File: src/hdl/ssm_pkg.sv
/*
 * Widths, register-map encodings and bus structs shared by the bridge core.
 * Both buses arrive as single-cycle strobes on mclk with no handshake.
 * Console addresses are half-word indexes, host addresses are byte offsets.
 */
`default_nettype none

package ssm_pkg;

	////////////////////
	// Sizes
	////////////////////

	localparam int DATA_W      = 16;
	localparam int FIFO_DEPTH  = 1024;
	localparam int USEDW_W     = 11;
	// Pointer wraps at FIFO_DEPTH
	localparam int PTR_W       = USEDW_W - 1;
	localparam int DRAIN_LEVEL = 256;
	// 100 MHz mclk gives a 1 us tick
	localparam int TIMER_DIV   = 100;
	localparam int DIV_W       = $clog2(TIMER_DIV);

	// "SR", then HW1.2 / SW0.3
	localparam logic [DATA_W-1:0] ID_WORD        = 16'h5253;
	localparam logic [DATA_W-1:0] VERSION_WORD   = 16'h1203;
	localparam logic [DATA_W-1:0] SYS_CTRL_RESET = 16'h0100;

	////////////////////
	// Register maps
	////////////////////

	// Host byte offsets
	// Writes to the CR offsets load RESP1..RESP4
	typedef enum logic [7:0] {
		ST_ID        = 8'h00,
		ST_VER       = 8'h02,
		ST_CTRL      = 8'h04,
		ST_STAT      = 8'h06,
		ST_FIFO_WR   = 8'h08,
		ST_FIFO_STAT = 8'h0C,
		ST_SS_CMD    = 8'h10,
		ST_SS_DATA   = 8'h12,
		ST_SS_CTRL   = 8'h14,
		ST_RESP1     = 8'h18,
		ST_RESP2     = 8'h1A,
		ST_RESP3     = 8'h1C,
		ST_RESP4     = 8'h1E,
		ST_CR1       = 8'h20,
		ST_CR2       = 8'h22,
		ST_CR3       = 8'h24,
		ST_CR4       = 8'h26,
		ST_HIRQ      = 8'h28,
		ST_HIRQ_MASK = 8'h2A,
		ST_HIRQ_CLR  = 8'h2C
	} st_reg_e;

	typedef enum logic [1:0] {
		SS_NONE,
		SS_SYS,
		SS_CDC
	} ss_region_e;

	// Console system word indexes
	// Version sits in the odd half of the ID word
	typedef enum logic [3:0] {
		SYS_ID    = 4'd0,
		SYS_CTRL  = 4'd1,
		SYS_STAT  = 4'd2,
		SYS_TIMER = 4'd3,
		SYS_CMD   = 4'd4,
		SYS_DATA  = 4'd5,
		SYS_FIFO  = 4'd6
	} sys_reg_e;

	// CD-controller word indexes
	typedef enum logic [3:0] {
		CDC_FIFO = 4'd0,
		CDC_HIRQ = 4'd2,
		CDC_MASK = 4'd3,
		CDC_CR1  = 4'd6,
		CDC_CR2  = 4'd7,
		CDC_CR3  = 4'd8,
		CDC_CR4  = 4'd9
	} cdc_reg_e;

	////////////////////
	// Bus and views
	////////////////////

	typedef struct packed {
		logic              wr;
		logic              rd;
		logic [7:0]        addr;
		logic [DATA_W-1:0] wdata;
	} st_bus_t;

	typedef struct packed {
		logic              wr;
		logic              rd;
		ss_region_e        region;
		logic [4:0]        hidx;
		logic [DATA_W-1:0] wdata;
	} ss_bus_t;

	// Console system registers as the host sees them
	typedef struct packed {
		logic [DATA_W-1:0] ctrl;
		logic [DATA_W-1:0] cmd;
		logic [DATA_W-1:0] data;
	} sys_view_t;

	// CDC registers as the host sees them, cr[0] is CR1
	typedef struct packed {
		logic [3:0][DATA_W-1:0] cr;
		logic [DATA_W-1:0]      hirq;
		logic [DATA_W-1:0]      mask;
		logic                   pending;
	} cdc_view_t;

endpackage

`default_nettype wire
File: src/hdl/ss_read_port.sv
/*
 * Console read port: FIFO window decode and the registered read word.
 * FIFO words go out byte swapped for the big-endian console.
 */
`default_nettype none

module ss_read_port (
	input  logic                          mclk,
	input  ssm_pkg::ss_bus_t              ss_bus,
	input  logic [ssm_pkg::DATA_W-1:0]    sys_rdata,
	input  logic [ssm_pkg::DATA_W-1:0]    cdc_rdata,
	input  logic [ssm_pkg::DATA_W-1:0]    fifo_q,
	output logic [ssm_pkg::DATA_W-1:0]    ss_rdata,
	output logic                          fifo_pop
);
	import ssm_pkg::*;

	logic [3:0] widx;
	logic       fifo_win;

	assign widx = ss_bus.hidx[4:1];

	// Two windows onto the same FIFO
	assign fifo_win = (ss_bus.region == SS_SYS && widx == SYS_FIFO) ||
		(ss_bus.region == SS_CDC && widx == CDC_FIFO);
	assign fifo_pop = ss_bus.rd && fifo_win;

	// Head word of the strobe cycle is captured with the pop
	always_ff @(posedge mclk)
	begin
		if (ss_bus.rd)
		begin
			if (fifo_win)
				ss_rdata <= {fifo_q[7:0], fifo_q[15:8]};
			else
			begin
				case (ss_bus.region)
					SS_SYS:  ss_rdata <= sys_rdata;
					SS_CDC:  ss_rdata <= cdc_rdata;
					SS_NONE: ss_rdata <= '0;
					default: ss_rdata <= '0;
				endcase
			end
		end
	end

endmodule

`default_nettype wire

File: config.mk
export PLATFORM = sky130hd
export DESIGN_NAME = ss_read_port
export DESIGN_NICKNAME = d
export VERILOG_FILES = /design/src/hdl/ssm_pkg.sv /design/src/hdl/ss_read_port.sv
export SDC_FILE = /design/constraint.sdc
export NUM_CORES = 1
export LEC_CHECK = 0
export BUFFER_PORTS_ARGS = -buffer_cell sky130_fd_sc_hd__buf_2
export CORE_MARGIN = 4
export CORE_UTILIZATION = 37
export DETAILED_ROUTE_END_ITERATION = 16
export PLACE_DENSITY = 0.82
export REMOVE_ABC_BUFFERS = 1
export SLEW_MARGIN = 20
export SYNTH_ARGS = -nofsm -noshare
export SYNTH_HDL_FRONTEND = slang
export SYNTH_SLANG_ARGS = --single-unit
File: constraint.sdc
create_clock -name mclk -period 2.1 [get_ports mclk]
set_input_delay 0.105 -clock mclk [delete_from_list [all_inputs] [get_ports mclk]]
set_output_delay 0.105 -clock mclk [all_outputs]
set_load 0.03 [all_outputs]
* After elaboration in Yosys (flattened, before gate mapping)
Index checks and enable logic that the tools add are counted.
Word-level totals: bits in registers 16, latch bits 0, memory bits (writable) 0, memory bits (read-only) 0, input bits 74, logic and storage cells 11, memories kept 0
Cells by class: add/subtract/negate cells 0, multiply operators 0, div/mod/pow operators 0, order comparisons 0, equal/unequal tests 3, shift-type cells 0, multiplexer cells 2, bitwise logic cells 0, reduce and logical (&&, ||, !) cells 5
Operators with widths (number):
- one-hot mux 16 bit (2 select lines) | 1
- two-way mux 16 bit | 1
- equality test 4 x 3 -> 1 bit (second input constant) | 1
- zero test 4 bit | 1
- logical AND 1 bit | 3
- equality test 2 x 1 -> 1 bit (second input constant) | 1
- equality test 2 bit (second input constant) | 1
- logical OR 1 bit | 1

* Depth between registers and ports, before layout
word-level depth 4, mapped depth 7

* Worst setup path after synthesis
Ideal clock, no wire load.
path kind input port to flip-flop, start point input port ss_bus[21] in the netlist's numbering, end point register ss_rdata[10] in the netlist's numbering, data pin, arrival time 1306 ps, required time 1840 ps, setup slack 534 ps, stages on the path 7, cells stage by stage inv_1 ha_1 buf_4 nor3b_4 o21ai_4 buf_12 mux2_4
Between the ends: word-level cells in the longest chain between the ends 4, elaborated cells between the ends (all ways) 7, those cells by class eq/ne: 2; mux: 2; reduce/logical: 3
RTL lines:
- from (decl) | line ss_read_port.sv:9 | input ssm_pkg::ss_bus_t ss_bus,
- branches (longest 3 deep; another with one-hot mux 16 bit (2 select lines))
- two-way mux 16 bit (*) | line ss_read_port.sv:33 | if (fifo_win)
- to (signal assigned) | line ss_read_port.sv:34 | ss_rdata <= {fifo_q[7:0], fifo_q[15:8]};
- to (signal assigned) | line ss_read_port.sv:38 | SS_SYS: ss_rdata <= sys_rdata;
- to (signal assigned) | line ss_read_port.sv:39 | SS_CDC: ss_rdata <= cdc_rdata;
- to (decl) | line ss_read_port.sv:13 | output logic [ssm_pkg::DATA_W-1:0] ss_rdata,
Mark *: on every way between the ends. A chain may end at the register's enable or synchronous reset.

* Final worst setup path
start point input port ss_bus[21] in the netlist's numbering, end point output port fifo_pop
Between the ends: word-level cells in the longest chain between the ends 4, elaborated cells between the ends (all ways) 6, those cells by class eq/ne: 2; reduce/logical: 4
RTL lines:
- equality test 2 x 1 -> 1 bit or equality test 2 bit (tied branches) | line ss_read_port.sv:24, ss_read_port.sv:25
- logical AND 1 bit (on tied branches) | line ss_read_port.sv:24, ss_read_port.sv:25
- logical OR 1 bit (*) | line ss_read_port.sv:24 | assign fifo_win = (ss_bus.region == SS_SYS && widx == SYS_FIFO) ||
- logical AND 1 bit (*) | line ss_read_port.sv:26 | assign fifo_pop = ss_bus.rd && fifo_win;
- to (decl) | line ss_read_port.sv:14 | output logic fifo_pop
Every way passes the cells marked *; elsewhere a longest branch is shown, timed or not.

==> flow_summary.yaml <==
global_routing:
  antenna_found_initial: 0
  globalRouteOverflowTotal: 0
  top_usage_layer: "met2"
  grt_first_pass_wirelength_um: 3840
  grt_util_all_layers_pct: 14.0
  grt_pass1_vias: 889
  met3_usage_pct: 2.55
  grtUsageMet2_pct: 27.5
  met1_usage_pct: 14.8
  grt_max_degree: 18
worst_setup_path:
  critPathLaunch: "ss_bus[21]"
  critical_path_required_ns: 2.00
  arrival_ns: 1.18
  path_max_fanout: 17
  path_class: "in -> out"
  start_kind: "input port"
  worstSetupEndpointType: "output pin"
timing:
  finalSetupViolations: 0
  slew_viol_final: 0
  worst_pin_slew_ns: 0.533
  finalHoldViolCount: 0
  finalSetupTns_ns: 0
  max_freq_ghz: 0.780
  fin_hold_ws_ns: 0.120
  slew_headroom_pct: 64.5
  finalCritPeriodShare_pct: 61.0
  fin_crit_ns: 1.28
  rsz0062_at_grt: "no"
job:
  maxCapViolCount: 0
synthesis:
  synth_cells: 81
  synth_ff_type: "edfxtp_1"
  yosysMostFrequentCell: "nor2_1"
  ys_top_cells_by_count: "18 x nor2_1, 16 x a22oi_1, 16 x edfxtp_1"
  synth-seq-cells: 16
  async_flop_share_pct: 0
  synth_top_area_share_pct: 47.1
  synth_edf_count: 16
  synth.largest_area_cell: "edfxtp_1"
  syn_area_um2: 1020
  synth.area.top_cells: "edfxtp_1 47%, mux2_4 13%, a22oi_1 12%"
  avgSynthCellArea_um2: 12.6
  ys_warn_count: 0
  synth_cell_types: 15
  yosysSeqAreaShare_pct: 47.1
clock_tree:
  htree_levels: 1
  cts_buffer_depth: 2
  cts_resized: 0
  cts-root-buf: "clkbuf_4"
  cts.hold.buffers_added: 0
  cts_buffers: 3
  post_cts.repair.setup_buffers: 0
  cts_tree: "done"
  cts.sinks: 16
  clkSlewWorstSetupHoldPaths_ns: 0.10
run_status:
  status: "finished, final reports clean"
power:
  powerDensity_nw_per_um2: 546
  ir_drop_mv: 0.323
  p_leak_nw: 0.708
final_layout:
  largest_reg_flops: 16
  multi_input_area_um2: 473
  area_delta_synth_final_pct: 39.6
  nNetsFinal: 230
  nFillCells: 227
  regMostFlops: "ss_rdata"
  seqCellArea_um2: 480
  num_antenna_cells: 0
  final_layout_size_suffix_gt1_share_pct: 63.4
  design_area_um2: 1420
  top_regs: "ss_rdata (16)"
placed_design:
  io_buffers: 72
  hpwl_um: 1940
  gp_congestion: 0.684
  place_area_um2: 1400
drt:
  wl_um: 2630
  antenna_left: 0
  drt_iter0_drc: 58
  vias: 901
  first_pass_iters: 4
  wl_per_cell_um: 14.4
  vias_per_cell: 4.92
  drc: 0
die:
  fp-row-count: 18
  die_h_um: 60.5
  pin_count: 91
  initial_utilization_pct: 40.1
  core_um2: 2540
  die_w_um: 60.5
  dieArea_um2: 3660
min_path:
  hold_class: "in -> reg"
  hp-start: "fifo_q[9]"
[per-stage QoR]
step | setup WS [ns] | instances | utilization (%) | power, W
floorplan | 0.350 | 74 | - | 0.000524
global placement | 0.574 | 179 | 54.9 | 0.000619
detailed placement | 0.548 | 179 | 54.9 | 0.000625
CTS | 0.820 | 183 | 55.9 | 0.000790
global route | 0.743 | 183 | 55.9 | 0.000823
finish | 0.818 | 183 | 55.9 | 0.000778
[logic make-up (layout without fill, tap and decap cells)]
group	after synthesis	after routing	synth area share, %
simple gates	20	20	9.57
compound gates	17	17	13.4
mux	16	16	21.0
flops	16	16	47.1
buf+inv	10	82	6.50
fa+ha+maj	2	2	2.45
[path summary, 6_finish.rpt]
check	end	slack [ns]	cells after the start
max	fifo_pop	0.82	8
min	ss_rdata[1]$_DFFE_PP_	0.12	2
[metal layers]
metal  share of wire (%)  vias to the layer above
met5                   0                        -
met4                0.95                        0
met3                  12                        2
met2                  49                       48
met1                  39                      403
li1                    -                      448
[cell usage in the layout (no fill, tap or decap), drive strengths merged]
master | netlist | final
a22oi | 16 | 16
edfxtp | 16 | 16
buf | 4 | 75
nor3b | 1 | 1
o21ai | 1 | 1
clkinv | 0 | 1
mux2 | 16 | 16
and3 | 1 | 1
inv | 3 | 3
nor2 | 18 | 18
ha | 2 | 2
clkbuf | 3 | 3
[report_power, final]
part / switching, W / total (W) / internal [W]
Sequential: 0.00000539 / 0.000388 / 0.000383
Clock: 0.0000943 / 0.000163 / 0.0000688
Combinational: 0.000128 / 0.000227 / 0.0000988
Total: 0.000227 / 0.000778 / 0.000550
[worst max-delay path: stages]
cell	delay, ns
buf_2	0.11
inv_1	0.05
ha_1	0.16
nor3b_4	0.22
o21ai_4	0.07
buf_12	0.17
nor2_1	0.08
buf_2	0.20
[cell type report]
class,instances,share of cell area [%]
Sequential cell,16,33.7
Multi-Input combinational cell,55,33.2
Timing Repair Buffer,75,27.8
Tap cell,30,2.64
Clock buffer,3,1.58
Inverter,3,0.791
Clock inverter,1,0.264
No activity file was read; power rests on OpenSTA's default activity.
