--- src/hdl/ssm_pkg.sv ---
/*
 * Widths, register-map encodings and bus structs shared by the bridge core.
 * Both buses arrive as single-cycle strobes on mclk with no handshake.
 * Console addresses are half-word indexes, host addresses are byte offsets.
 */
`default_nettype none

package ssm_pkg;

	////////////////////
	// Sizes
	////////////////////

	localparam int DATA_W      = 16;
	localparam int FIFO_DEPTH  = 1024;
	localparam int USEDW_W     = 11;
	// Pointer wraps at FIFO_DEPTH
	localparam int PTR_W       = USEDW_W - 1;
	localparam int DRAIN_LEVEL = 256;
	// 100 MHz mclk gives a 1 us tick
	localparam int TIMER_DIV   = 100;
	localparam int DIV_W       = $clog2(TIMER_DIV);

	// "SR", then HW1.2 / SW0.3
	localparam logic [DATA_W-1:0] ID_WORD        = 16'h5253;
	localparam logic [DATA_W-1:0] VERSION_WORD   = 16'h1203;
	localparam logic [DATA_W-1:0] SYS_CTRL_RESET = 16'h0100;

	////////////////////
	// Register maps
	////////////////////

	// Host byte offsets
	// Writes to the CR offsets load RESP1..RESP4
	typedef enum logic [7:0] {
		ST_ID        = 8'h00,
		ST_VER       = 8'h02,
		ST_CTRL      = 8'h04,
		ST_STAT      = 8'h06,
		ST_FIFO_WR   = 8'h08,
		ST_FIFO_STAT = 8'h0C,
		ST_SS_CMD    = 8'h10,
		ST_SS_DATA   = 8'h12,
		ST_SS_CTRL   = 8'h14,
		ST_RESP1     = 8'h18,
		ST_RESP2     = 8'h1A,
		ST_RESP3     = 8'h1C,
		ST_RESP4     = 8'h1E,
		ST_CR1       = 8'h20,
		ST_CR2       = 8'h22,
		ST_CR3       = 8'h24,
		ST_CR4       = 8'h26,
		ST_HIRQ      = 8'h28,
		ST_HIRQ_MASK = 8'h2A,
		ST_HIRQ_CLR  = 8'h2C
	} st_reg_e;

	typedef enum logic [1:0] {
		SS_NONE,
		SS_SYS,
		SS_CDC
	} ss_region_e;

	// Console system word indexes
	// Version sits in the odd half of the ID word
	typedef enum logic [3:0] {
		SYS_ID    = 4'd0,
		SYS_CTRL  = 4'd1,
		SYS_STAT  = 4'd2,
		SYS_TIMER = 4'd3,
		SYS_CMD   = 4'd4,
		SYS_DATA  = 4'd5,
		SYS_FIFO  = 4'd6
	} sys_reg_e;

	// CD-controller word indexes
	typedef enum logic [3:0] {
		CDC_FIFO = 4'd0,
		CDC_HIRQ = 4'd2,
		CDC_MASK = 4'd3,
		CDC_CR1  = 4'd6,
		CDC_CR2  = 4'd7,
		CDC_CR3  = 4'd8,
		CDC_CR4  = 4'd9
	} cdc_reg_e;

	////////////////////
	// Bus and views
	////////////////////

	typedef struct packed {
		logic              wr;
		logic              rd;
		logic [7:0]        addr;
		logic [DATA_W-1:0] wdata;
	} st_bus_t;

	typedef struct packed {
		logic              wr;
		logic              rd;
		ss_region_e        region;
		logic [4:0]        hidx;
		logic [DATA_W-1:0] wdata;
	} ss_bus_t;

	// Console system registers as the host sees them
	typedef struct packed {
		logic [DATA_W-1:0] ctrl;
		logic [DATA_W-1:0] cmd;
		logic [DATA_W-1:0] data;
	} sys_view_t;

	// CDC registers as the host sees them, cr[0] is CR1
	typedef struct packed {
		logic [3:0][DATA_W-1:0] cr;
		logic [DATA_W-1:0]      hirq;
		logic [DATA_W-1:0]      mask;
		logic                   pending;
	} cdc_view_t;

endpackage

`default_nettype wire
--- src/hdl/cdc_regs.sv ---
/*
 * CD-controller emulation: HIRQ, HIRQ mask, CR1..CR4 and command pending.
 * Host writes to HIRQ take priority over a console write in the same cycle.
 * Console CR reads return the host response words.
 */
`default_nettype none

module cdc_regs (
	input  logic                              mclk,
	input  logic                              st_ale,
	input  ssm_pkg::ss_bus_t                  ss_bus,
	input  ssm_pkg::st_bus_t                  st_bus,
	input  logic [3:0][ssm_pkg::DATA_W-1:0]   resp,
	output ssm_pkg::cdc_view_t                cdc_view,
	output logic [ssm_pkg::DATA_W-1:0]        cdc_rdata,
	output logic                              cr4_event,
	output logic                              ss_irq
);
	import ssm_pkg::*;

	logic [3:0]             widx;
	logic                   ss_wr;
	logic                   ss_rd;
	logic                   host_set;
	logic                   host_clr;
	logic                   ss_and;
	logic                   mask_wr;
	logic                   cr4_rd;
	logic [DATA_W-1:0]      hirq;
	logic [DATA_W-1:0]      mask;
	logic [3:0][DATA_W-1:0] cr;
	logic                   pending;

	assign widx  = ss_bus.hidx[4:1];
	assign ss_wr = ss_bus.wr && (ss_bus.region == SS_CDC);
	assign ss_rd = ss_bus.rd && (ss_bus.region == SS_CDC);

	// Decoded strobes
	assign host_set  = st_bus.wr && (st_bus.addr == ST_HIRQ);
	assign host_clr  = st_bus.wr && (st_bus.addr == ST_HIRQ_CLR);
	assign ss_and    = ss_wr && (widx == CDC_HIRQ);
	assign mask_wr   = ss_wr && (widx == CDC_MASK);
	assign cr4_event = ss_wr && (widx == CDC_CR4);
	assign cr4_rd    = ss_rd && (widx == CDC_CR4);

	assign ss_irq = |(hirq & mask);

	assign cdc_view = '{cr: cr, hirq: hirq, mask: mask, pending: pending};

	////////////////////
	// HIRQ and status
	////////////////////

	always_ff @(posedge mclk or posedge st_ale)
	begin
		if (st_ale)
		begin
			hirq    <= '0;
			mask    <= '0;
			pending <= 1'b0;
		end
		else
		begin
			if (host_set)
				hirq <= hirq | st_bus.wdata;
			else if (host_clr)
				hirq <= hirq & ~st_bus.wdata;
			else if (ss_and)
				// Console acks by writing zeros
				hirq <= hirq & ss_bus.wdata;
			if (mask_wr)
				mask <= ss_bus.wdata;
			// Reading CR4 ends the command
			if (cr4_rd)
				pending <= 1'b0;
			else if (cr4_event)
				pending <= 1'b1;
		end
	end

	// Command words from the console
	always_ff @(posedge mclk)
	begin
		if (ss_wr)
		begin
			case (cdc_reg_e'(widx))
				CDC_CR1: cr[0] <= ss_bus.wdata;
				CDC_CR2: cr[1] <= ss_bus.wdata;
				CDC_CR3: cr[2] <= ss_bus.wdata;
				CDC_CR4: cr[3] <= ss_bus.wdata;
				default: ;
			endcase
		end
	end

	always_comb
	begin
		case (cdc_reg_e'(widx))
			CDC_HIRQ: cdc_rdata = hirq;
			CDC_MASK: cdc_rdata = mask;
			CDC_CR1:  cdc_rdata = resp[0];
			CDC_CR2:  cdc_rdata = resp[1];
			CDC_CR3:  cdc_rdata = resp[2];
			CDC_CR4:  cdc_rdata = resp[3];
			default:  cdc_rdata = '0;
		endcase
	end

	// A zero mask that stays unwritten keeps the console irq low next cycle
	assert property (@(posedge mclk) disable iff (st_ale)
		(mask == '0 && !mask_wr) |=> !ss_irq);

endmodule

`default_nettype wire

--- config.mk ---
export PLATFORM = sky130hd
export DESIGN_NAME = cdc_regs
export DESIGN_NICKNAME = d
export VERILOG_FILES = /design/src/hdl/ssm_pkg.sv /design/src/hdl/cdc_regs.sv
export SDC_FILE = /design/constraint.sdc
export NUM_CORES = 1
export LEC_CHECK = 0
export ABC_CLOCK_PERIOD_IN_PS = 4900
export BUFFER_PORTS_ARGS = -buffer_cell sky130_fd_sc_hd__buf_4
export CORE_MARGIN = 5
export CORE_UTILIZATION = 42
export CTS_CLUSTER_SIZE = 24
export DETAILED_ROUTE_END_ITERATION = 6
export PLACE_DENSITY_LB_ADDON = 0.25
export SLEW_MARGIN = 20
export SYNTH_ARGS = -nofsm -noshare
export SYNTH_HDL_FRONTEND = slang
export SYNTH_SLANG_ARGS = --single-unit
export TNS_END_PERCENT = 20
--- constraint.sdc ---
create_clock -name mclk -period 4.9 [get_ports mclk]
set_input_delay 0.98 -clock mclk [delete_from_list [all_inputs] [get_ports mclk]]
set_output_delay 0.98 -clock mclk [all_outputs]
set_load 0.02 [all_outputs]
After elaboration in Yosys (flattened, before gate mapping)

Index checks and enable logic that the tools add are counted.

Flip-flop bits (word level): 97
Input bits: 117
Output and inout port bits: 115

Equal/unequal tests: 9
Multiplexer cells: 6
Bitwise logic cells: 5
Reductions and logical operators: 15

Operators with widths:

| cell                                           | number |
|---|---|
| case mux 16 bit (6 select lines)               | 1 |
| bitwise AND 16 bit                             | 3 |
| two-way mux 16 bit                             | 3 |
| == test 8 x 6 -> 1 bit (second input constant) | 2 |
| NOT 16 bit                                     | 1 |
| bitwise OR 16 bit                              | 1 |
| OR reduction 16 bit                            | 1 |
| == test 4 x 2 -> 1 bit (second input constant) | 2 |
| == test 4 x 3 -> 1 bit (second input constant) | 2 |
| == test 4 bit (second input constant)          | 2 |
| logical AND 1 bit                              | 8 |
| AND reduction 2 bit                            | 4 |
| nonzero test 3 bit                             | 1 |
| == test 2 bit (second input constant)          | 1 |
| two-way mux 1 bit                              | 2 |
| nonzero test 2 bit                             | 1 |

Logic depth before layout (Yosys ltp)

Depth in word-level cells: 6
Gate-level depth with buffers: 6
Gate-level depth less buffers: 3

Least setup slack after synthesis

No wires, ideal clock.

Kind: input to output
From: in ss_bus[18] (netlist name)
To: out cr4_event
Arrival time: 2488 ps
Data required time: 3920 ps
Slack: 1432 ps
Cell stages on the path: 3
Buffers on the path: 1
Cells stage by stage: nor4bb_1 buf_2 nor2b_1

Word-level cells in the longest chain between the ends: 2

RTL lines:

| element            | line           | source |
|---|---|---|
| start: declaration | cdc_regs.sv:11 | `input ssm_pkg::ss_bus_t ss_bus,` |
| == test 4 bit      | cdc_regs.sv:43 | `assign cr4_event = ss_wr && (widx == CDC_CR4);` |
| logical AND 1 bit  | cdc_regs.sv:43 |  |
| end: declaration   | cdc_regs.sv:16 | `output logic cr4_event,` |

No other way between the ends.

Final worst setup path

From: in ss_bus[18] (netlist name)
To: out cdc_rdata[3] (netlist name)

Word-level cells in the longest chain between the ends: 2
Elaborated cells on any way between the ends: 7

RTL lines:

| element                                     | line           | source |
|---|---|---|
| == test 4 bit, or another cell as far along | cdc_regs.sv:98 | `case (cdc_reg_e'(widx))` |
| case mux 16 bit (6 select lines) (*)        | cdc_regs.sv:98 |  |
| end: declaration                            | cdc_regs.sv:15 | `output logic [ssm_pkg::DATA_W-1:0] cdc_rdata,` |

Every way passes the cells marked *; elsewhere a longest branch is shown, timed or not.

==> results.toml <==
[drt]
via_count = 3776
detail_route.wl_per_cell_microns = 21.51
avgViaCountPerCell = 5.465
drtAntennaViolNets = 0
wl_mm = 14.86
drt_drc_violations_left = 0
dr.pass1.iters = 5
drt_iter0_drc = 294

[timing]
period_needed_ns = 3.704
rsz0062_at_grt = "false"
timing.final.crit_share_pct = 75.59
maxSlewHeadroom_pct = 27.17
setup_violations = 0
tightest_slew_ns = 1.088
drv_slew = 0
worst_hold_slack_ns = 0.5574
fmax_ghz = 0.2700
hold_violations = 0
tns_ns = 0
skew_ns = 0

[floorplan]
design.die.area_sq_um = 12500
dieHeight_microns = 111.8
rows = 37
io_pins = 232
fp.dieW_microns = 111.8
start_util_pct = 42.55
core_sq_um = 10230

[synthesis]
synth_top_area_cell = "edfxtp_1"
synth_fp_nets = 442
yosysSeqAreaShare_pct = 63.12
synth.top_cell.area_share_pct = 44.15
syn-cell-area_sq_um = 4353
yosysWarnings = 0
syn-instance-count = 325
ys_types = 30
ys_ff_latch = 97
ys_async_sr_fraction_pct = 34.02
synth_area_leaders = "edfxtp_1 44%, dfrtp_1 19%, a22oi_1 8.3%, nor2b_1 5.2%, o21ai_0 3.6%"
synth_edf_count = 64
synth-main-ff-cell = "edfxtp_1"
syn_area_per_cell_sq_um = 13.39

[global_route]
first_global_vias = 3926
grt.total_usage_pct = 23.35
grt_overflow = 0
antenna_found_initial = 0
grt_pass1_wl_mm = 22.29
grt_max_degree = 34

[place]
place.gp.congestion = 0.7733
io_buffers = 229
dp_hpwl_mm = 10.92

[clock_network]
clkTransAtPathRegs_ns = 0.09
numCtsBuffers = 9
clk_latency_ns = 0.36
post-cts-setup-buffers = 0
cts_max_path_buffers = 2
cts_tree = "yes"
clock-sinks = 97
cts_hold_buf = 0
cts_max_level = 3
cts-root-buf = "clkbuf_8"
cts_resized = 0

[critical_path]
required_ns = 3.92
worst_ep_arrival_time_ns = 2.72
critPathCaptureType = "output port"
critPathKind = "primary input to output port"
worstSetupStartpointType = "primary input"
crit_fanout = 16

[power_and_ir_drop]
ir_worst_vdd_uv = 126.3
p_per_area_nw_per_um2 = 262.7
p_leak_nw = 2.746

[layout]
drive_above_1_share_pct = 50.45
fill_cells = 835
mostFrequentLayoutCells = "237 x buf_4, 64 x edfxtp_1, 48 x a22oi_1"
syn2layout_area_growth_pct = 47.86
diodes = 0
final_common_cell = "buf_4"
nets = 667

[hold_path]
hold_class = "register to register"

[run]
cap_violations = 0

[status]
outcome = "finished clean"
final cells by class:
cell class / count / area, sq um / area share [%]
well taps: 136 / 170.2 / 2.644
repair buffers: 237 / 1779 / 27.64
clock inverters: 7 / 45.04 / 0.6998
clock buffers: 9 / 123.9 / 1.925
flip-flops and latches: 97 / 2748 / 42.69
inverters: 1 / 3.754 / 0.05832
multi-input cells: 204 / 1567 / 24.34
registers in the layout, indices dropped and copies added, names as in the netlist:
register / flops
hirq: 16
cdc_view: 64
pending: 1
mask: 16
stage by stage:
step | worst slack (ns) | power [mW] | cell area [sq um] | utilization [%] | cells
after CTS | 1.235 | 1.697 | 6436 | 62.91 | 691
after global routing | 1.124 | 1.761 | 6436 | 62.91 | 691
after global placement | 1.246 | 1.242 | 6267 | 61.26 | 675
final | 1.196 | 1.691 | 6436 | 62.91 | 691
after detailed placement | 1.244 | 1.249 | 6267 | 61.26 | 675
after floorplan | 1.432 | 1.068 | 4353 | - | 325
Yosys cell counts, drive strengths merged, types with 3 or more instances:
library cell  number
nand3             16
nor4bb             4
dfrtp             33
clkbuf            14
a22oi             48
o211ai            16
buf                9
nor3              16
edfxtp            64
nor2b             36
a221oi             4
a22o               4
nor4b              3
o21ai             32
mux2              16
worst paths after layout:
| kind | depth (start not counted) | slack (ns) | start | endpoint |
|---|---|---|---|---|
| max in group asynchronous | 3 | 3.87 | st_ale | mask[8] |
| max | 5 | 1.20 | ss_bus[18] | cdc_rdata[3] |
| max reg2reg | 3 | 3.91 | hirq[9] | hirq[9] |
| min in group asynchronous | 3 | 0.71 | st_ale | hirq[11] |
| min reg2reg | 1 | 0.56 | pending | pending |
| min | 1 | 0.56 | pending | pending |
where the power goes:
group | internal [mW] | leakage, nW | switching, mW
clock | 0.183 | 0.0891 | 0.277
sequential | 0.902 | 1.02 | 0.0332
combinational | 0.151 | 1.64 | 0.144
total | 1.24 | 2.75 | 0.454
critical path: stages:
cell	delay [ns]
buf_4	0.14
nor4bb_4	0.95
a22oi_1	0.32
nand3_1	0.17
buf_4	0.16
cell families (layout without fill, tap and decap cells):
group	Yosys count	count (layout)	share of synthesized area, %
AO/OA/AOI/OAI	105	105	16.53
buffers and inverters	24	254	2.903
flip-flops	97	97	63.12
multiplexers	16	16	5.001
AND/OR/NAND/NOR	83	83	12.45
routing by layer:
metal	share of wire (%)	vias to the layer above	global-route usage, %
met1	37	1839	28.39
met2	52	186	41.01
met4	2.0	0	9.002
met3	8.6	18	4.402
li1	-	1733	-
met5	0	-	0
(Power assumes the default switching activity.)
