**src/hdl/ssm_pkg.sv**
```systemverilog
/*
 * Widths, register-map encodings and bus structs shared by the bridge core.
 * Both buses arrive as single-cycle strobes on mclk with no handshake.
 * Console addresses are half-word indexes, host addresses are byte offsets.
 */
`default_nettype none

package ssm_pkg;

	////////////////////
	// Sizes
	////////////////////

	localparam int DATA_W      = 16;
	localparam int FIFO_DEPTH  = 1024;
	localparam int USEDW_W     = 11;
	// Pointer wraps at FIFO_DEPTH
	localparam int PTR_W       = USEDW_W - 1;
	localparam int DRAIN_LEVEL = 256;
	// 100 MHz mclk gives a 1 us tick
	localparam int TIMER_DIV   = 100;
	localparam int DIV_W       = $clog2(TIMER_DIV);

	// "SR", then HW1.2 / SW0.3
	localparam logic [DATA_W-1:0] ID_WORD        = 16'h5253;
	localparam logic [DATA_W-1:0] VERSION_WORD   = 16'h1203;
	localparam logic [DATA_W-1:0] SYS_CTRL_RESET = 16'h0100;

	////////////////////
	// Register maps
	////////////////////

	// Host byte offsets
	// Writes to the CR offsets load RESP1..RESP4
	typedef enum logic [7:0] {
		ST_ID        = 8'h00,
		ST_VER       = 8'h02,
		ST_CTRL      = 8'h04,
		ST_STAT      = 8'h06,
		ST_FIFO_WR   = 8'h08,
		ST_FIFO_STAT = 8'h0C,
		ST_SS_CMD    = 8'h10,
		ST_SS_DATA   = 8'h12,
		ST_SS_CTRL   = 8'h14,
		ST_RESP1     = 8'h18,
		ST_RESP2     = 8'h1A,
		ST_RESP3     = 8'h1C,
		ST_RESP4     = 8'h1E,
		ST_CR1       = 8'h20,
		ST_CR2       = 8'h22,
		ST_CR3       = 8'h24,
		ST_CR4       = 8'h26,
		ST_HIRQ      = 8'h28,
		ST_HIRQ_MASK = 8'h2A,
		ST_HIRQ_CLR  = 8'h2C
	} st_reg_e;

	typedef enum logic [1:0] {
		SS_NONE,
		SS_SYS,
		SS_CDC
	} ss_region_e;

	// Console system word indexes
	// Version sits in the odd half of the ID word
	typedef enum logic [3:0] {
		SYS_ID    = 4'd0,
		SYS_CTRL  = 4'd1,
		SYS_STAT  = 4'd2,
		SYS_TIMER = 4'd3,
		SYS_CMD   = 4'd4,
		SYS_DATA  = 4'd5,
		SYS_FIFO  = 4'd6
	} sys_reg_e;

	// CD-controller word indexes
	typedef enum logic [3:0] {
		CDC_FIFO = 4'd0,
		CDC_HIRQ = 4'd2,
		CDC_MASK = 4'd3,
		CDC_CR1  = 4'd6,
		CDC_CR2  = 4'd7,
		CDC_CR3  = 4'd8,
		CDC_CR4  = 4'd9
	} cdc_reg_e;

	////////////////////
	// Bus and views
	////////////////////

	typedef struct packed {
		logic              wr;
		logic              rd;
		logic [7:0]        addr;
		logic [DATA_W-1:0] wdata;
	} st_bus_t;

	typedef struct packed {
		logic              wr;
		logic              rd;
		ss_region_e        region;
		logic [4:0]        hidx;
		logic [DATA_W-1:0] wdata;
	} ss_bus_t;

	// Console system registers as the host sees them
	typedef struct packed {
		logic [DATA_W-1:0] ctrl;
		logic [DATA_W-1:0] cmd;
		logic [DATA_W-1:0] data;
	} sys_view_t;

	// CDC registers as the host sees them, cr[0] is CR1
	typedef struct packed {
		logic [3:0][DATA_W-1:0] cr;
		logic [DATA_W-1:0]      hirq;
		logic [DATA_W-1:0]      mask;
		logic                   pending;
	} cdc_view_t;

endpackage

`default_nettype wire
```
**src/hdl/st_host_regs.sv**
```systemverilog
/*
 * Host register file with the three interrupt flags and the host read mux.
 * st_rdata is loaded on a read strobe and holds until the next read.
 * Unmapped offsets read as 0xFFFF.
 */
`default_nettype none

module st_host_regs (
	input  logic                              mclk,
	input  logic                              st_ale,
	input  ssm_pkg::st_bus_t                  st_bus,
	input  ssm_pkg::sys_view_t                sys_view,
	input  ssm_pkg::cdc_view_t                cdc_view,
	input  logic [ssm_pkg::USEDW_W-1:0]       fifo_usedw,
	input  logic                              fifo_full,
	input  logic                              fifo_drain,
	input  logic                              cmd_event,
	input  logic                              cr4_event,
	output logic [ssm_pkg::DATA_W-1:0]        st_rdata,
	output logic                              st_irq,
	output logic [3:0][ssm_pkg::DATA_W-1:0]   resp,
	output logic                              fifo_clear
);
	import ssm_pkg::*;

	logic [DATA_W-1:0] ctrl;
	// Bit 2 FIFO, bit 1 command, bit 0 CDC
	logic [2:0]        flags;
	logic [2:0]        flag_set;
	logic [2:0]        flag_clr;
	logic              stat_wr;
	logic              ctrl_wr;
	logic [DATA_W-1:0] stat_word;
	logic [DATA_W-1:0] fifo_stat;

	assign ctrl_wr  = st_bus.wr && (st_bus.addr == ST_CTRL);
	assign stat_wr  = st_bus.wr && (st_bus.addr == ST_STAT);
	assign flag_set = {fifo_drain, cmd_event, cr4_event};
	// Write-one-to-clear
	assign flag_clr = stat_wr ? st_bus.wdata[2:0] : 3'b000;

	// Enables in control bits 2..0
	assign st_irq     = |(flags & ctrl[2:0]);
	assign fifo_clear = ctrl[8];

	assign stat_word = {1'b0, st_irq, 1'b0, cdc_view.pending, 9'b0, flags};
	assign fifo_stat = {4'b0, fifo_full, fifo_usedw};

	////////////////////
	// Control and flags
	////////////////////

	always_ff @(posedge mclk or posedge st_ale)
	begin
		if (st_ale)
		begin
			ctrl  <= '0;
			flags <= '0;
		end
		else
		begin
			if (ctrl_wr)
				ctrl <= st_bus.wdata;
			// New event beats a clear in the same cycle
			flags <= (flags & ~flag_clr) | flag_set;
		end
	end

	// Response words for the console CR reads
	always_ff @(posedge mclk)
	begin
		if (st_bus.wr)
		begin
			case (st_reg_e'(st_bus.addr))
				ST_CR1:  resp[0] <= st_bus.wdata;
				ST_CR2:  resp[1] <= st_bus.wdata;
				ST_CR3:  resp[2] <= st_bus.wdata;
				ST_CR4:  resp[3] <= st_bus.wdata;
				default: ;
			endcase
		end
	end

	////////////////////
	// Read mux
	////////////////////

	always_ff @(posedge mclk)
	begin
		if (st_bus.rd)
		begin
			case (st_reg_e'(st_bus.addr))
				ST_ID:        st_rdata <= ID_WORD;
				ST_VER:       st_rdata <= VERSION_WORD;
				ST_CTRL:      st_rdata <= ctrl;
				ST_STAT:      st_rdata <= stat_word;
				ST_FIFO_STAT: st_rdata <= fifo_stat;
				ST_SS_CMD:    st_rdata <= sys_view.cmd;
				ST_SS_DATA:   st_rdata <= sys_view.data;
				ST_SS_CTRL:   st_rdata <= sys_view.ctrl;
				ST_RESP1:     st_rdata <= resp[0];
				ST_RESP2:     st_rdata <= resp[1];
				ST_RESP3:     st_rdata <= resp[2];
				ST_RESP4:     st_rdata <= resp[3];
				ST_CR1:       st_rdata <= cdc_view.cr[0];
				ST_CR2:       st_rdata <= cdc_view.cr[1];
				ST_CR3:       st_rdata <= cdc_view.cr[2];
				ST_CR4:       st_rdata <= cdc_view.cr[3];
				ST_HIRQ:      st_rdata <= cdc_view.hirq;
				ST_HIRQ_MASK: st_rdata <= cdc_view.mask;
				// FIFO_WR and HIRQ_CLR are write-only
				default:      st_rdata <= '1;
			endcase
		end
	end

	// An irq edge needs an event or an enable change the cycle before
	assert property (@(posedge mclk) disable iff (st_ale)
		$rose(st_irq) |-> $past(|flag_set || ctrl_wr));

endmodule

`default_nettype wire

```
**config.mk**
```make
export PLATFORM = sky130hd
export DESIGN_NAME = st_host_regs
export DESIGN_NICKNAME = d
export VERILOG_FILES = /design/src/hdl/ssm_pkg.sv /design/src/hdl/st_host_regs.sv
export SDC_FILE = /design/constraint.sdc
export NUM_CORES = 1
export LEC_CHECK = 0
export CORE_MARGIN = 2
export CORE_UTILIZATION = 43
export DETAILED_ROUTE_END_ITERATION = 8
export DONT_BUFFER_PORTS = 1
export GPL_ROUTABILITY_DRIVEN = 0
export PLACE_DENSITY = 0.65
export SLEW_MARGIN = 20
export SYNTH_ARGS = -nofsm -noshare
export SYNTH_HDL_FRONTEND = slang
export SYNTH_SLANG_ARGS = --single-unit
```
**constraint.sdc**
```tcl
create_clock -name mclk -period 2.1 [get_ports mclk]
set_input_delay 0.42 -clock mclk [delete_from_list [all_inputs] [get_ports mclk]]
set_output_delay 0.42 -clock mclk [all_outputs]
set_load 0.05 [all_outputs]
```
Yosys cells after proc, flatten, opt, wreduce, memory -nomap -nowiden. Index checks and enable logic that the tools add are counted.

Eq/ne operators: 17. Multiplexer cells: 2. Bitwise operators: 4. Reductions and logical operators: 8.

Operators with widths (count): case mux 16 bit (18 select lines) (1); == test 8 x 5 -> 1 bit (second input constant) (7); == test 8 x 6 -> 1 bit (second input constant) (6); == test 8 x 3 -> 1 bit (second input constant) (2); == test 8 x 2 -> 1 bit (second input constant) (1); == test 8 x 4 -> 1 bit (second input constant) (1); logical NOT 8 bit (1); AND reduction 2 bit (4); bitwise AND 3 bit (2); 2-to-1 mux 3 bit (1); inverter 3 bit (1); bitwise OR 3 bit (1); OR reduction 3 bit (1); logical AND 1 bit (2).

Bits in registers: 99. Bits of input ports: 188. Logic and storage cells: 38.

Depth between registers and ports, before layout.
Word-level depth: 6. Gate-level depth with buffers: 8.

Least setup slack after synthesis. Ideal clock, no wire load.

Path type: input -> register. From: in st_bus[22] in the netlist's numbering. To: reg resp[16] in the netlist's numbering (enable). Data arrival time: 1924 ps. Slack: -198 ps. Cell stages on the path: 5. Buffers on the path: 2. Cells stage by stage: buf_2 > or4b_4 > buf_2 > nor2_1 > and3_1.

Word-level cells in the longest chain between the ends: 2.

Ends and longest elaborated chain: start, declared (RTL line st_host_regs.sv:11) `input ssm_pkg::st_bus_t st_bus,`; == test 8 x 6 -> 1 bit (RTL line st_host_regs.sv:74) `case (st_reg_e'(st_bus.addr))`; AND reduction 2 bit (no source line); end, declared (RTL line st_host_regs.sv:21) `output logic [3:0][ssm_pkg::DATA_W-1:0] resp,`.

No other way between the ends. A chain may end at the register's enable or synchronous reset.

Worst setup path after layout.
From: reg flags[0]. To: out st_irq.

Word-level cells in the longest chain between the ends: 2.

Ends and longest elaborated chain: start, declared (RTL line st_host_regs.sv:28) `logic [2:0] flags;`; start signal, assigned (RTL line st_host_regs.sv:65) `flags <= (flags & ~flag_clr) | flag_set;`; bitwise AND 3 bit (RTL line st_host_regs.sv:43) `assign st_irq = |(flags & ctrl[2:0]);`; OR reduction 3 bit (RTL line st_host_regs.sv:43); end, declared (RTL line st_host_regs.sv:20) `output logic st_irq,`.

No other way between the ends.

==> metrics <==
Syn Area/Cell=~13 sq um; Post-Syn Instances=433; synthesized flop and latch total=99; Residual DRC=0; clock root buffer=clkbuf_16; Post-DRT Antenna Nets=0; Finished Cell Area=roughly 6600 sq um; DRT Pass-1 Iters=7; CP dominant cell by count=buf_4; cell area after synthesis=5520 sq um; Setup TNS Final=0 ps; H-tree depth=3; crit path time final=~2000 ps; Worst Path Required=approximately 1700 ps; Site Rows=around 40; largest net degree at the start of global routing=71; Core ar.=12600 sq um; Iteration-0 DRC Markers=about 500; critical path's largest stage delay=around 440 ps; cts hold-fix bufs=0; Synth area leaders=edfxtp_1, dfrtp_1, mux2_2; Crit path arrival time=roughly 1600 ps; outcome=finished, final reports clean; # setup viols final=0; Worst Setup EP=st_irq; worst skew pair latency=350 ps; vias in the first global route=between 4000 and 5000; final hold violation count=0; max-cap check violation count=0; Port Buf Inserts=0; Cell variety after synth=between 60 and 70; commonest non-fill, non-tap cell in the layout=buf_4; buffers and inverters on the worst path=3; Synth area leader=edfxtp_1; Die Wd=117 um; maximum VDD drop=around 0.00044 V; ys async rst share=0.192; Top Family by Delay on Critical Path=compound AO/OA/AOI/OAI gates; Die Y-Extent=between 100 and 150 um; Startpoint Class=flop; critical path startpoint=flags[0]; worst setup path class=flop to primary output; Post-CTS Resized=0; Worst Tran Pin Value=around 920 ps; Synth warnings=0; reg2reg path depth=5; pwr dens=645 nW/um^2; initial antenna violation count=2; count of pins over their slew limit=0; Post-synth top flop=edfxtp_1; Worst R2R End=st_rdata[7]; first-pass GRT wire length=between 20 and 30 mm; NumNets Final=around 700; commonest cells after routing, fill and taps aside=buf_4, edfxtp_1, mux2i_1; TritonCTS buffer count=9; CTS sink count=99; post-synthesis sequential area ratio=0.522; period utilisation layout=0.974; I/O pins=270; max_slew headroom=0.375; clk buf depth=2; Final Util=0.525; reg2reg start=resp[23]; post-synthesis net count=about 620; LEAKAGE=between 2 and 2.5 nW; Initial Utilization=0.439; via count=4570; Critical Path Stages=4; fin worst setup slack=roughly 54 ps; Max Freq=slightly below 0.5 GHz; hold slack=~150 ps; crit-path max FO=3; gr ovfl total=0; Post-synth EDFFs=80; Crit. End Element=primary output; RSZ-0062 raised after global routing=no; top-area cell type share of the netlist area=0.435; layout cells sized above 1=0.326; clock slew at reported path FFs=about 70 ps; pre-CTS WS=-37.4 ps; R2R Setup Slk=between 200 and 250 ps; WL final=approximately 21 mm; # Post-CTS Setup Buffers=0; full die area=~14000 sq um; Vias/cell=between 6 and 7; average wire per standard cell=around 31 um; HP Class=input pin to asynchronous set/reset pin; Layout area overhead=19.6%; worst-path cell chain=a222oi_1 > buf_4 > inv_1 > buf_4; clock skew=between 6 and 7 ps; Total Routing Usage GR=0.305; Placed Instance Area=~6300 sq um; HPWL after DPL=16.2 mm; CP max stage cell=a222oi_1; CTS tree=yes
cells by family (layout without fill, tap and decap cells):
family / Yosys count / count (layout) / share of synthesized area
AO/OA/AOI/OAI: 117 / 117 / 0.159
buffers and inverters: 37 / 122 / 0.0410
flip-flops: 99 / 99 / 0.522
multiplexers: 78 / 78 / 0.166
other: 0 / 1 / 0
AND/OR/NAND/NOR: 102 / 102 / 0.112
sequential cells by signal, summed over array words and instances (netlist names):
register / count
resp: 64
flags: 3
st_rdata: 16
ctrl: 16
cell type report:
| cell class | count | area, sq um |
|---|---|---|
| inverters | 4 | 15.0 |
| flip-flops and latches | 99 | 2880 |
| diodes | 1 | 2.50 |
| well taps | 172 | 215 |
| repair buffers | 102 | 778 |
| multi-input cells | 297 | 2430 |
| clock buffers | 10 | 229 |
| fillers | 1094 | 5970 |
| clock inverters | 6 | 56.3 |
routing by layer:
layer  GRT usage  routed length, um  vias to the layer above
met5           0                 14                        -
met4      0.0996                658                        2
met3      0.0860               2300                       56
met2       0.483              10100                      343
met1       0.405               8360                     2252
li1            -                  -                     1917
metrics by stage:
step | std cells | total power, mW
CTS | 690 | 4.27
floorplan | 433 | 2.61
detailed placement | 674 | 2.67
finish | 691 | 4.26
global route | 690 | 4.37
global placement | 674 | 2.67
how the worst min path moves through the flow:
stage | start | to | slack (ps) | cells after the start
3_3_place_gp | ctrl[15] | ctrl[15] | 480 | 1
2_1_floorplan | st_ale | ctrl[0] | 370 | 1
3_5_place_dp | ctrl[12] | ctrl[12] | 490 | 1
5_1_grt | cmd_event | flags[1] | 150 | 1
6_report | st_ale | ctrl[5] | 150 | 1
4_1_cts | st_ale | ctrl[5] | 150 | 1
report_power, final:
group / switching [mW] / internal [mW]
clock network: 0.712 / 0.914
logic: 0.185 / 0.173
registers: 0.111 / 2.17
total: 1.01 / 3.25
cells in the mapped netlist (all sizes together), types with 6 or more instances:
cell	instances
a21oi	16
a221oi	6
a22o	9
a22oi	25
a32oi	7
buf	27
clkbuf	6
dfrtp	19
edfxtp	80
mux2	39
mux2i	32
mux4	7
nand2	24
nand3	9
nor2	23
nor3	7
o21ai	10
o22ai	12
Power figures use the tool's default switching activity.
