### src/hdl/ssm_pkg.sv
/*
 * Widths, register-map encodings and bus structs shared by the bridge core.
 * Both buses arrive as single-cycle strobes on mclk with no handshake.
 * Console addresses are half-word indexes, host addresses are byte offsets.
 */
`default_nettype none

package ssm_pkg;

	////////////////////
	// Sizes
	////////////////////

	localparam int DATA_W      = 16;
	localparam int FIFO_DEPTH  = 1024;
	localparam int USEDW_W     = 11;
	// Pointer wraps at FIFO_DEPTH
	localparam int PTR_W       = USEDW_W - 1;
	localparam int DRAIN_LEVEL = 256;
	// 100 MHz mclk gives a 1 us tick
	localparam int TIMER_DIV   = 100;
	localparam int DIV_W       = $clog2(TIMER_DIV);

	// "SR", then HW1.2 / SW0.3
	localparam logic [DATA_W-1:0] ID_WORD        = 16'h5253;
	localparam logic [DATA_W-1:0] VERSION_WORD   = 16'h1203;
	localparam logic [DATA_W-1:0] SYS_CTRL_RESET = 16'h0100;

	////////////////////
	// Register maps
	////////////////////

	// Host byte offsets
	// Writes to the CR offsets load RESP1..RESP4
	typedef enum logic [7:0] {
		ST_ID        = 8'h00,
		ST_VER       = 8'h02,
		ST_CTRL      = 8'h04,
		ST_STAT      = 8'h06,
		ST_FIFO_WR   = 8'h08,
		ST_FIFO_STAT = 8'h0C,
		ST_SS_CMD    = 8'h10,
		ST_SS_DATA   = 8'h12,
		ST_SS_CTRL   = 8'h14,
		ST_RESP1     = 8'h18,
		ST_RESP2     = 8'h1A,
		ST_RESP3     = 8'h1C,
		ST_RESP4     = 8'h1E,
		ST_CR1       = 8'h20,
		ST_CR2       = 8'h22,
		ST_CR3       = 8'h24,
		ST_CR4       = 8'h26,
		ST_HIRQ      = 8'h28,
		ST_HIRQ_MASK = 8'h2A,
		ST_HIRQ_CLR  = 8'h2C
	} st_reg_e;

	typedef enum logic [1:0] {
		SS_NONE,
		SS_SYS,
		SS_CDC
	} ss_region_e;

	// Console system word indexes
	// Version sits in the odd half of the ID word
	typedef enum logic [3:0] {
		SYS_ID    = 4'd0,
		SYS_CTRL  = 4'd1,
		SYS_STAT  = 4'd2,
		SYS_TIMER = 4'd3,
		SYS_CMD   = 4'd4,
		SYS_DATA  = 4'd5,
		SYS_FIFO  = 4'd6
	} sys_reg_e;

	// CD-controller word indexes
	typedef enum logic [3:0] {
		CDC_FIFO = 4'd0,
		CDC_HIRQ = 4'd2,
		CDC_MASK = 4'd3,
		CDC_CR1  = 4'd6,
		CDC_CR2  = 4'd7,
		CDC_CR3  = 4'd8,
		CDC_CR4  = 4'd9
	} cdc_reg_e;

	////////////////////
	// Bus and views
	////////////////////

	typedef struct packed {
		logic              wr;
		logic              rd;
		logic [7:0]        addr;
		logic [DATA_W-1:0] wdata;
	} st_bus_t;

	typedef struct packed {
		logic              wr;
		logic              rd;
		ss_region_e        region;
		logic [4:0]        hidx;
		logic [DATA_W-1:0] wdata;
	} ss_bus_t;

	// Console system registers as the host sees them
	typedef struct packed {
		logic [DATA_W-1:0] ctrl;
		logic [DATA_W-1:0] cmd;
		logic [DATA_W-1:0] data;
	} sys_view_t;

	// CDC registers as the host sees them, cr[0] is CR1
	typedef struct packed {
		logic [3:0][DATA_W-1:0] cr;
		logic [DATA_W-1:0]      hirq;
		logic [DATA_W-1:0]      mask;
		logic                   pending;
	} cdc_view_t;

endpackage

`default_nettype wire
### src/hdl/ss_sys_regs.sv
/*
 * Console system registers: control, command mailbox, shared data, 1 us timer.
 * sys_rdata is a plain mux, and ss_read_port registers the console read.
 */
`default_nettype none

module ss_sys_regs (
	input  logic                          mclk,
	input  logic                          st_ale,
	input  ssm_pkg::ss_bus_t              ss_bus,
	input  ssm_pkg::st_bus_t              st_bus,
	input  logic [ssm_pkg::USEDW_W-1:0]   fifo_usedw,
	input  logic                          fifo_full,
	output ssm_pkg::sys_view_t            sys_view,
	output logic [ssm_pkg::DATA_W-1:0]    sys_rdata,
	output logic                          cmd_event
);
	import ssm_pkg::*;

	logic [3:0]        widx;
	logic              ss_wr;
	logic              tick;
	logic [DATA_W-1:0] ctrl;
	logic [DATA_W-1:0] cmd;
	logic [DATA_W-1:0] data;
	logic [31:0]       timer;
	logic [DIV_W-1:0]  div_cnt;

	assign widx      = ss_bus.hidx[4:1];
	assign ss_wr     = ss_bus.wr && (ss_bus.region == SS_SYS);
	assign cmd_event = ss_wr && (widx == SYS_CMD);
	assign tick      = (div_cnt == DIV_W'(TIMER_DIV - 1));

	assign sys_view = '{ctrl: ctrl, cmd: cmd, data: data};

	////////////////////
	// Mailbox registers
	////////////////////

	always_ff @(posedge mclk or posedge st_ale)
	begin
		if (st_ale)
		begin
			ctrl <= SYS_CTRL_RESET;
			cmd  <= '0;
			data <= '0;
		end
		else
		begin
			if (ss_wr && widx == SYS_CTRL)
				ctrl <= ss_bus.wdata;
			// Host write acknowledges the command
			if (st_bus.wr && st_bus.addr == ST_SS_CMD)
				cmd <= '0;
			else if (cmd_event)
				cmd <= ss_bus.wdata;
			// Console side wins a same-cycle collision
			if (ss_wr && widx == SYS_DATA)
				data <= ss_bus.wdata;
			else if (st_bus.wr && st_bus.addr == ST_SS_DATA)
				data <= st_bus.wdata;
		end
	end

	////////////////////
	// Microsecond timer
	////////////////////

	always_ff @(posedge mclk or posedge st_ale)
	begin
		if (st_ale)
		begin
			div_cnt <= '0;
			timer   <= '0;
		end
		else
		begin
			div_cnt <= tick ? '0 : div_cnt + 1'b1;
			if (ss_wr && widx == SYS_TIMER)
				timer <= '0;
			else if (tick)
				timer <= timer + 32'd1;
		end
	end

	// Odd half-word picks version and timer low
	always_comb
	begin
		case (sys_reg_e'(widx))
			SYS_ID:    sys_rdata = ss_bus.hidx[0] ? VERSION_WORD : ID_WORD;
			SYS_CTRL:  sys_rdata = ctrl;
			SYS_STAT:  sys_rdata = {4'b0, fifo_full, fifo_usedw};
			SYS_TIMER: sys_rdata = ss_bus.hidx[0] ? timer[15:0] : timer[31:16];
			SYS_CMD:   sys_rdata = cmd;
			SYS_DATA:  sys_rdata = data;
			// FIFO word comes from the read port
			SYS_FIFO:  sys_rdata = '0;
			default:   sys_rdata = '0;
		endcase
	end

endmodule

`default_nettype wire

### config.mk
export PLATFORM = sky130hd
export DESIGN_NAME = ss_sys_regs
export DESIGN_NICKNAME = d
export VERILOG_FILES = /design/src/hdl/ssm_pkg.sv /design/src/hdl/ss_sys_regs.sv
export SDC_FILE = /design/constraint.sdc
export NUM_CORES = 1
export LEC_CHECK = 0
export BUFFER_PORTS_ARGS = -buffer_cell sky130_fd_sc_hd__buf_4
export CORE_MARGIN = 8
export CORE_UTILIZATION = 47
export CTS_CLUSTER_DIAMETER = 30
export DETAILED_ROUTE_END_ITERATION = 16
export PLACE_DENSITY_LB_ADDON = 0.15
export SLEW_MARGIN = 25
export SYNTH_ARGS = -nofsm -noshare
export SYNTH_HDL_FRONTEND = slang
export SYNTH_SLANG_ARGS = --single-unit
### constraint.sdc
create_clock -name mclk -period 6.2 [get_ports mclk]
set_clock_uncertainty 0.2 [all_clocks]
set_input_delay 0.62 -clock mclk [delete_from_list [all_inputs] [get_ports mclk]]
set_output_delay 0.62 -clock mclk [all_outputs]
set_load 0.005 [all_outputs]
# Word-level counts from Yosys, hierarchy flattened
# Cells that the tools add are included.
# totals
reg_bits	87
elab_cells	37
inputBits	65
out_inout_bits	65
# op_classes
n_reduce_logical	11
addsub	2
eq_ne	9
n_mux	10
# ops
cell	count
case mux 16 bit (6 select lines)	1
two-way mux 16 bit	5
two-way mux 32 bit	2
adder 32 x 1 -> 32 bit (second input constant)	1
equality test 8 x 5 -> 1 bit (second input constant)	2
two-way mux 15 bit	1
equality test 4 x 2 -> 1 bit (second input constant)	2
equality test 4 x 3 -> 1 bit (second input constant)	2
adder 7 x 1 -> 7 bit (second input constant)	1
equality test 7 bit (second input constant)	1
logical AND 1 bit	7
two-way mux 7 bit	1
nonzero test 2 bit	3
equality test 4 x 1 -> 1 bit (second input constant)	1
logical NOT 4 bit	1
equality test 2 x 1 -> 1 bit (second input constant)	1

# Depth between registers and ports, before layout
# logic_depth
word_depth	5
ltp_mapped	8
depth_no_buf	6

# Worst setup path after synthesis
# Ideal clock, no wire load.
# synth_timing
kind	input -> output
startpoint	input port ss_bus[16] (netlist name)
endpoint	output port sys_rdata[11] (netlist name)
path_stages	6
setup_slack_ns	3.494
required_time_ns	5.380
arrival_time_ns	1.886
path_cell_list	clkbuf_1 -> clkbuf_1 -> mux2i_1 -> nor2_1 -> a21oi_1 -> nand2_1
# synth_between
elab_chain_len	2
# synth_rtl
element	line	text
start: declaration	ss_sys_regs.sv:10	input ssm_pkg::ss_bus_t ss_bus,
two-way mux 16 bit	ss_sys_regs.sv:93	SYS_TIMER: sys_rdata = ss_bus.hidx[0] ? timer[15:0] : timer[31:16];
case mux 16 bit (6 select lines)	ss_sys_regs.sv:89	case (sys_reg_e'(widx))
end: declaration	ss_sys_regs.sv:15	output logic [ssm_pkg::DATA_W-1:0] sys_rdata,
# No other way between the ends.

# Worst setup path after layout
# layout_timing
startpoint	input port ss_bus[19] (netlist name)
endpoint	output port sys_rdata[15] (netlist name)
# layout_between
elab_chain_len	2
# layout_rtl
element	line
equality test 4 x 3 -> 1 bit (tied with other cells)	ss_sys_regs.sv:89
case mux 16 bit (6 select lines) *	ss_sys_regs.sv:89
# Mark *: on every way between the ends. The rest lies on a longest branch, timed or not.

==> impl_metrics.py <==
metrics = {
    "power_and_ir_drop": {
        "netSwitchingPower_w": 0.000469,
        "clkPwrFrac_pct": 26.2,
        "comb_power_share_pct": 23.5,
        "power.density_nw_per_um2": 260,
        "p_leak_nw": 2.60,
        "intPower_w": 0.00104,
        "finalPower_w": 0.00151,
        "max-vdd-ir-drop_mv": 0.160,
        "netSwitchingFraction_pct": 31.0,
        "seq_power_share_pct": 50.4,
    },
    "floorplan": {
        "ioPinCount": 130,
        "die_area_um2": 13100,
        "initial_core_util_pct": 47.4,
        "die-width_um": 114,
        "rows": 36,
        "core_area_um2": 9590,
        "die_h_um": 114,
    },
    "final_layout": {
        "nets": 653,
        "diodes": 0,
        "final_area_um2": 5820,
        "drive_above_1_share_pct": 32.0,
        "area.growth.synth_to_final_pct": 28.0,
    },
    "setup_path": {
        "end_kind": "primary output",
        "path_class": "input pin to primary output",
        "cp_data_required_time_ps": 5380,
        "rr_worst_depth": 6,
        "path_max_fanout": 14,
        "critPathSlowestCell": "nor2_1",
        "slowest_delay_ps": 800,
        "timing.rr.end": "timer[31]",
        "worstReg2RegStart": "div_cnt[0]",
        "crit_chain": "buf_4 > nor2_1 > nand2_1 > nor2_1 > a222oi_1 > o21ai_0 > buf_4",
        "worstPathArrival_ps": 2520,
        "startpoint": "ss_bus[19]",
        "crit_path_start_kind": "input pin",
        "r2r_setup_slack_ps": 3350,
        "crit_path_end": "sys_rdata[15]",
    },
    "clock_tree": {
        "cts_resized": 0,
        "clock_tree.root_cell": "clkbuf_8",
        "clkLatencyLatePin_ps": 360,
        "cts_tree": "built",
        "clk_path_buf_depth": 2,
        "cts.htree.levels": 3,
        "cts_buffers": 9,
        "clk_pin_slew_worst_paths_ps": 90,
        "cts_setup_buffers": 0,
        "cts.sinks": 87,
        "cts_hold_buf": 0,
    },
    "timing": {
        "report.final.slew_viol_count": 0,
        "layout_setup_ws_ps": 2860,
        "worst_slew_pin_slew_ps": 1040,
        "fmax_mhz": 300,
        "rsz0062_at_grt": "false",
        "hold_violations": 0,
        "max_slew_margin_pct": 30.2,
        "whs_ps": 139,
        "setup_viol": 0,
        "setup-tns-final_ps": 0,
        "post-route-period-util_pct": 53.8,
        "period_needed_ps": 3340,
    },
    "global_routing": {
        "grt_start_max_net_pins": 52,
        "first_global_vias": 4115,
        "overflow": 0,
        "grt_usage_pct": 21.8,
        "grt_pass1_wl_mm": 22.3,
        "antenna_found_initial": 0,
    },
    "logic_synthesis": {
        "synth.most_common_cell": "dfrtp_1",
        "syn-cell-area_um2": 4550,
        "ys_warn_count": 0,
        "syn_avg_cell_area_um2": 9.77,
        "ys_ff_latch": 87,
        "synth-async-reset-ratio_pct": 100,
        "synth_edf_count": 0,
        "ys.flop_type": "dfrtp_1",
        "synth_cell_types": 41,
        "synth_cells": 466,
        "ys_seq_area_share_pct": 47.9,
        "synth_area_leaders": "dfrtp_1 (47%), nand2_1 (4.9%), mux2_2 (4.5%), nor2_1 (4.2%), xor2_1 (4.0%)",
        "yosys-top-cells-count": "dfrtp_1 (86), nand2_1 (60), nor2_1 (51)",
        "yosysTopAreaCell": "dfrtp_1",
        "synth_top_area_share_pct": 47.3,
        "synth.net_count": 533,
    },
    "placement": {
        "pre_cts_slack_ps": 2590,
        "gp_congestion": 0.865,
        "port_buffers": 127,
        "dp_hpwl_mm": 10.3,
        "dpl_cell_area_um2": 5640,
    },
    "route": {
        "drtPass1Iterations": 5,
        "post_drt_wl_per_cell_um": 19.4,
        "vias": 4125,
        "remaining_drc_errors": 0,
        "ant_nets": 0,
        "drt-total-wl_mm": 14.0,
        "drtIter0Drc": 352,
        "vias_per_cell": 5.71,
    },
    "run": {
        "maxCapViolCount": 0,
    },
    "outcome": {
        "status": "completed",
    },
    "worst_hold_path": {
        "hp-class": "input pin to asynchronous set/reset pin",
    },
}
flip-flops by register name, indices dropped and copies added (netlist names):
signal / flops
timer: 32
div_cnt: 7
cmd: 16
ctrl: 16
data: 16
metal layers:
| layer | track usage (%) | share of wire [%] | vias to the layer above |
|---|---|---|---|
| li1 | - | - | 1925 |
| met3 | 4.22 | 6.9 | 17 |
| met5 | 0 | 0 | - |
| met1 | 27.2 | 43 | 2026 |
| met4 | 9.41 | 1.5 | 0 |
| met2 | 35.9 | 49 | 157 |
cells by family (layout without fill, tap and decap cells):
group	Yosys count	after routing	share of synthesized area, %
compound gates	80	80	13.2
flops	87	87	47.9
buf+inv	31	155	2.56
simple gates	200	200	21.7
mux	33	33	7.75
fa+ha+maj	2	2	0.550
xor+xnor	33	33	6.35
worst min path at each step:
stage                           from    endpoint  slack (ps)  cells past startpoint
after CTS                     st_ale    ctrl[10]         160                      2
after detailed placement  div_cnt[0]  div_cnt[0]         290                      1
final                         st_ale    ctrl[14]         140                      2
after global placement    div_cnt[0]  div_cnt[0]         280                      1
after global routing          st_ale    ctrl[14]         170                      2
after floorplan           div_cnt[0]  div_cnt[0]         260                      1
layout by cell type (no fill, tap or decap), types with 9 or more instances in the layout:
cell type	Yosys	routed
a21oi_1	29	29
a222oi_1	14	14
and3_1	14	14
buf_4	0	134
clkbuf_8	0	9
dfrtp_1	86	86
mux2_2	18	18
mux2i_1	15	15
nand2_1	60	60
nand2b_1	18	18
nand3_1	16	16
nand4_1	16	16
nor2_1	51	51
o21ai_0	11	11
o221a_2	16	16
xnor2_1	12	12
xor2_1	21	21
power groups by stage:
stage	clock network [W]	registers (W)	logic, W
detailed placement	0	0.000772	0.000357
CTS	0.000401	0.000760	0.000359
floorplan	0	0.000750	0.000180
global placement	0	0.000767	0.000351
global route	0.000429	0.000777	0.000392
finish	0.000396	0.000762	0.000355
critical path: cells and delay by family:
kind	cells	cell delay, ps
AO/OA/AOI/OAI	2	440
AND/OR/NAND/NOR	3	1140
buffers and inverters	2	310
metrics by stage:
stage / instances / utilization [%]
2_1_floorplan: 466 / -
3_3_place_gp: 708 / 58.7
3_5_place_dp: 708 / 58.7
4_1_cts: 723 / 60.7
5_1_grt: 723 / 60.7
6_report: 723 / 60.7
final cells by class:
type,count,area (um2)
Sequential cell,87,2180
Multi-Input combinational cell,348,2260
Fill cell,847,3770
Timing Repair Buffer,134,1010
Tap cell,133,166
Clock buffer,10,128
Clock inverter,5,60.1
Inverter,6,23.8
(Power assumes the default switching activity.)
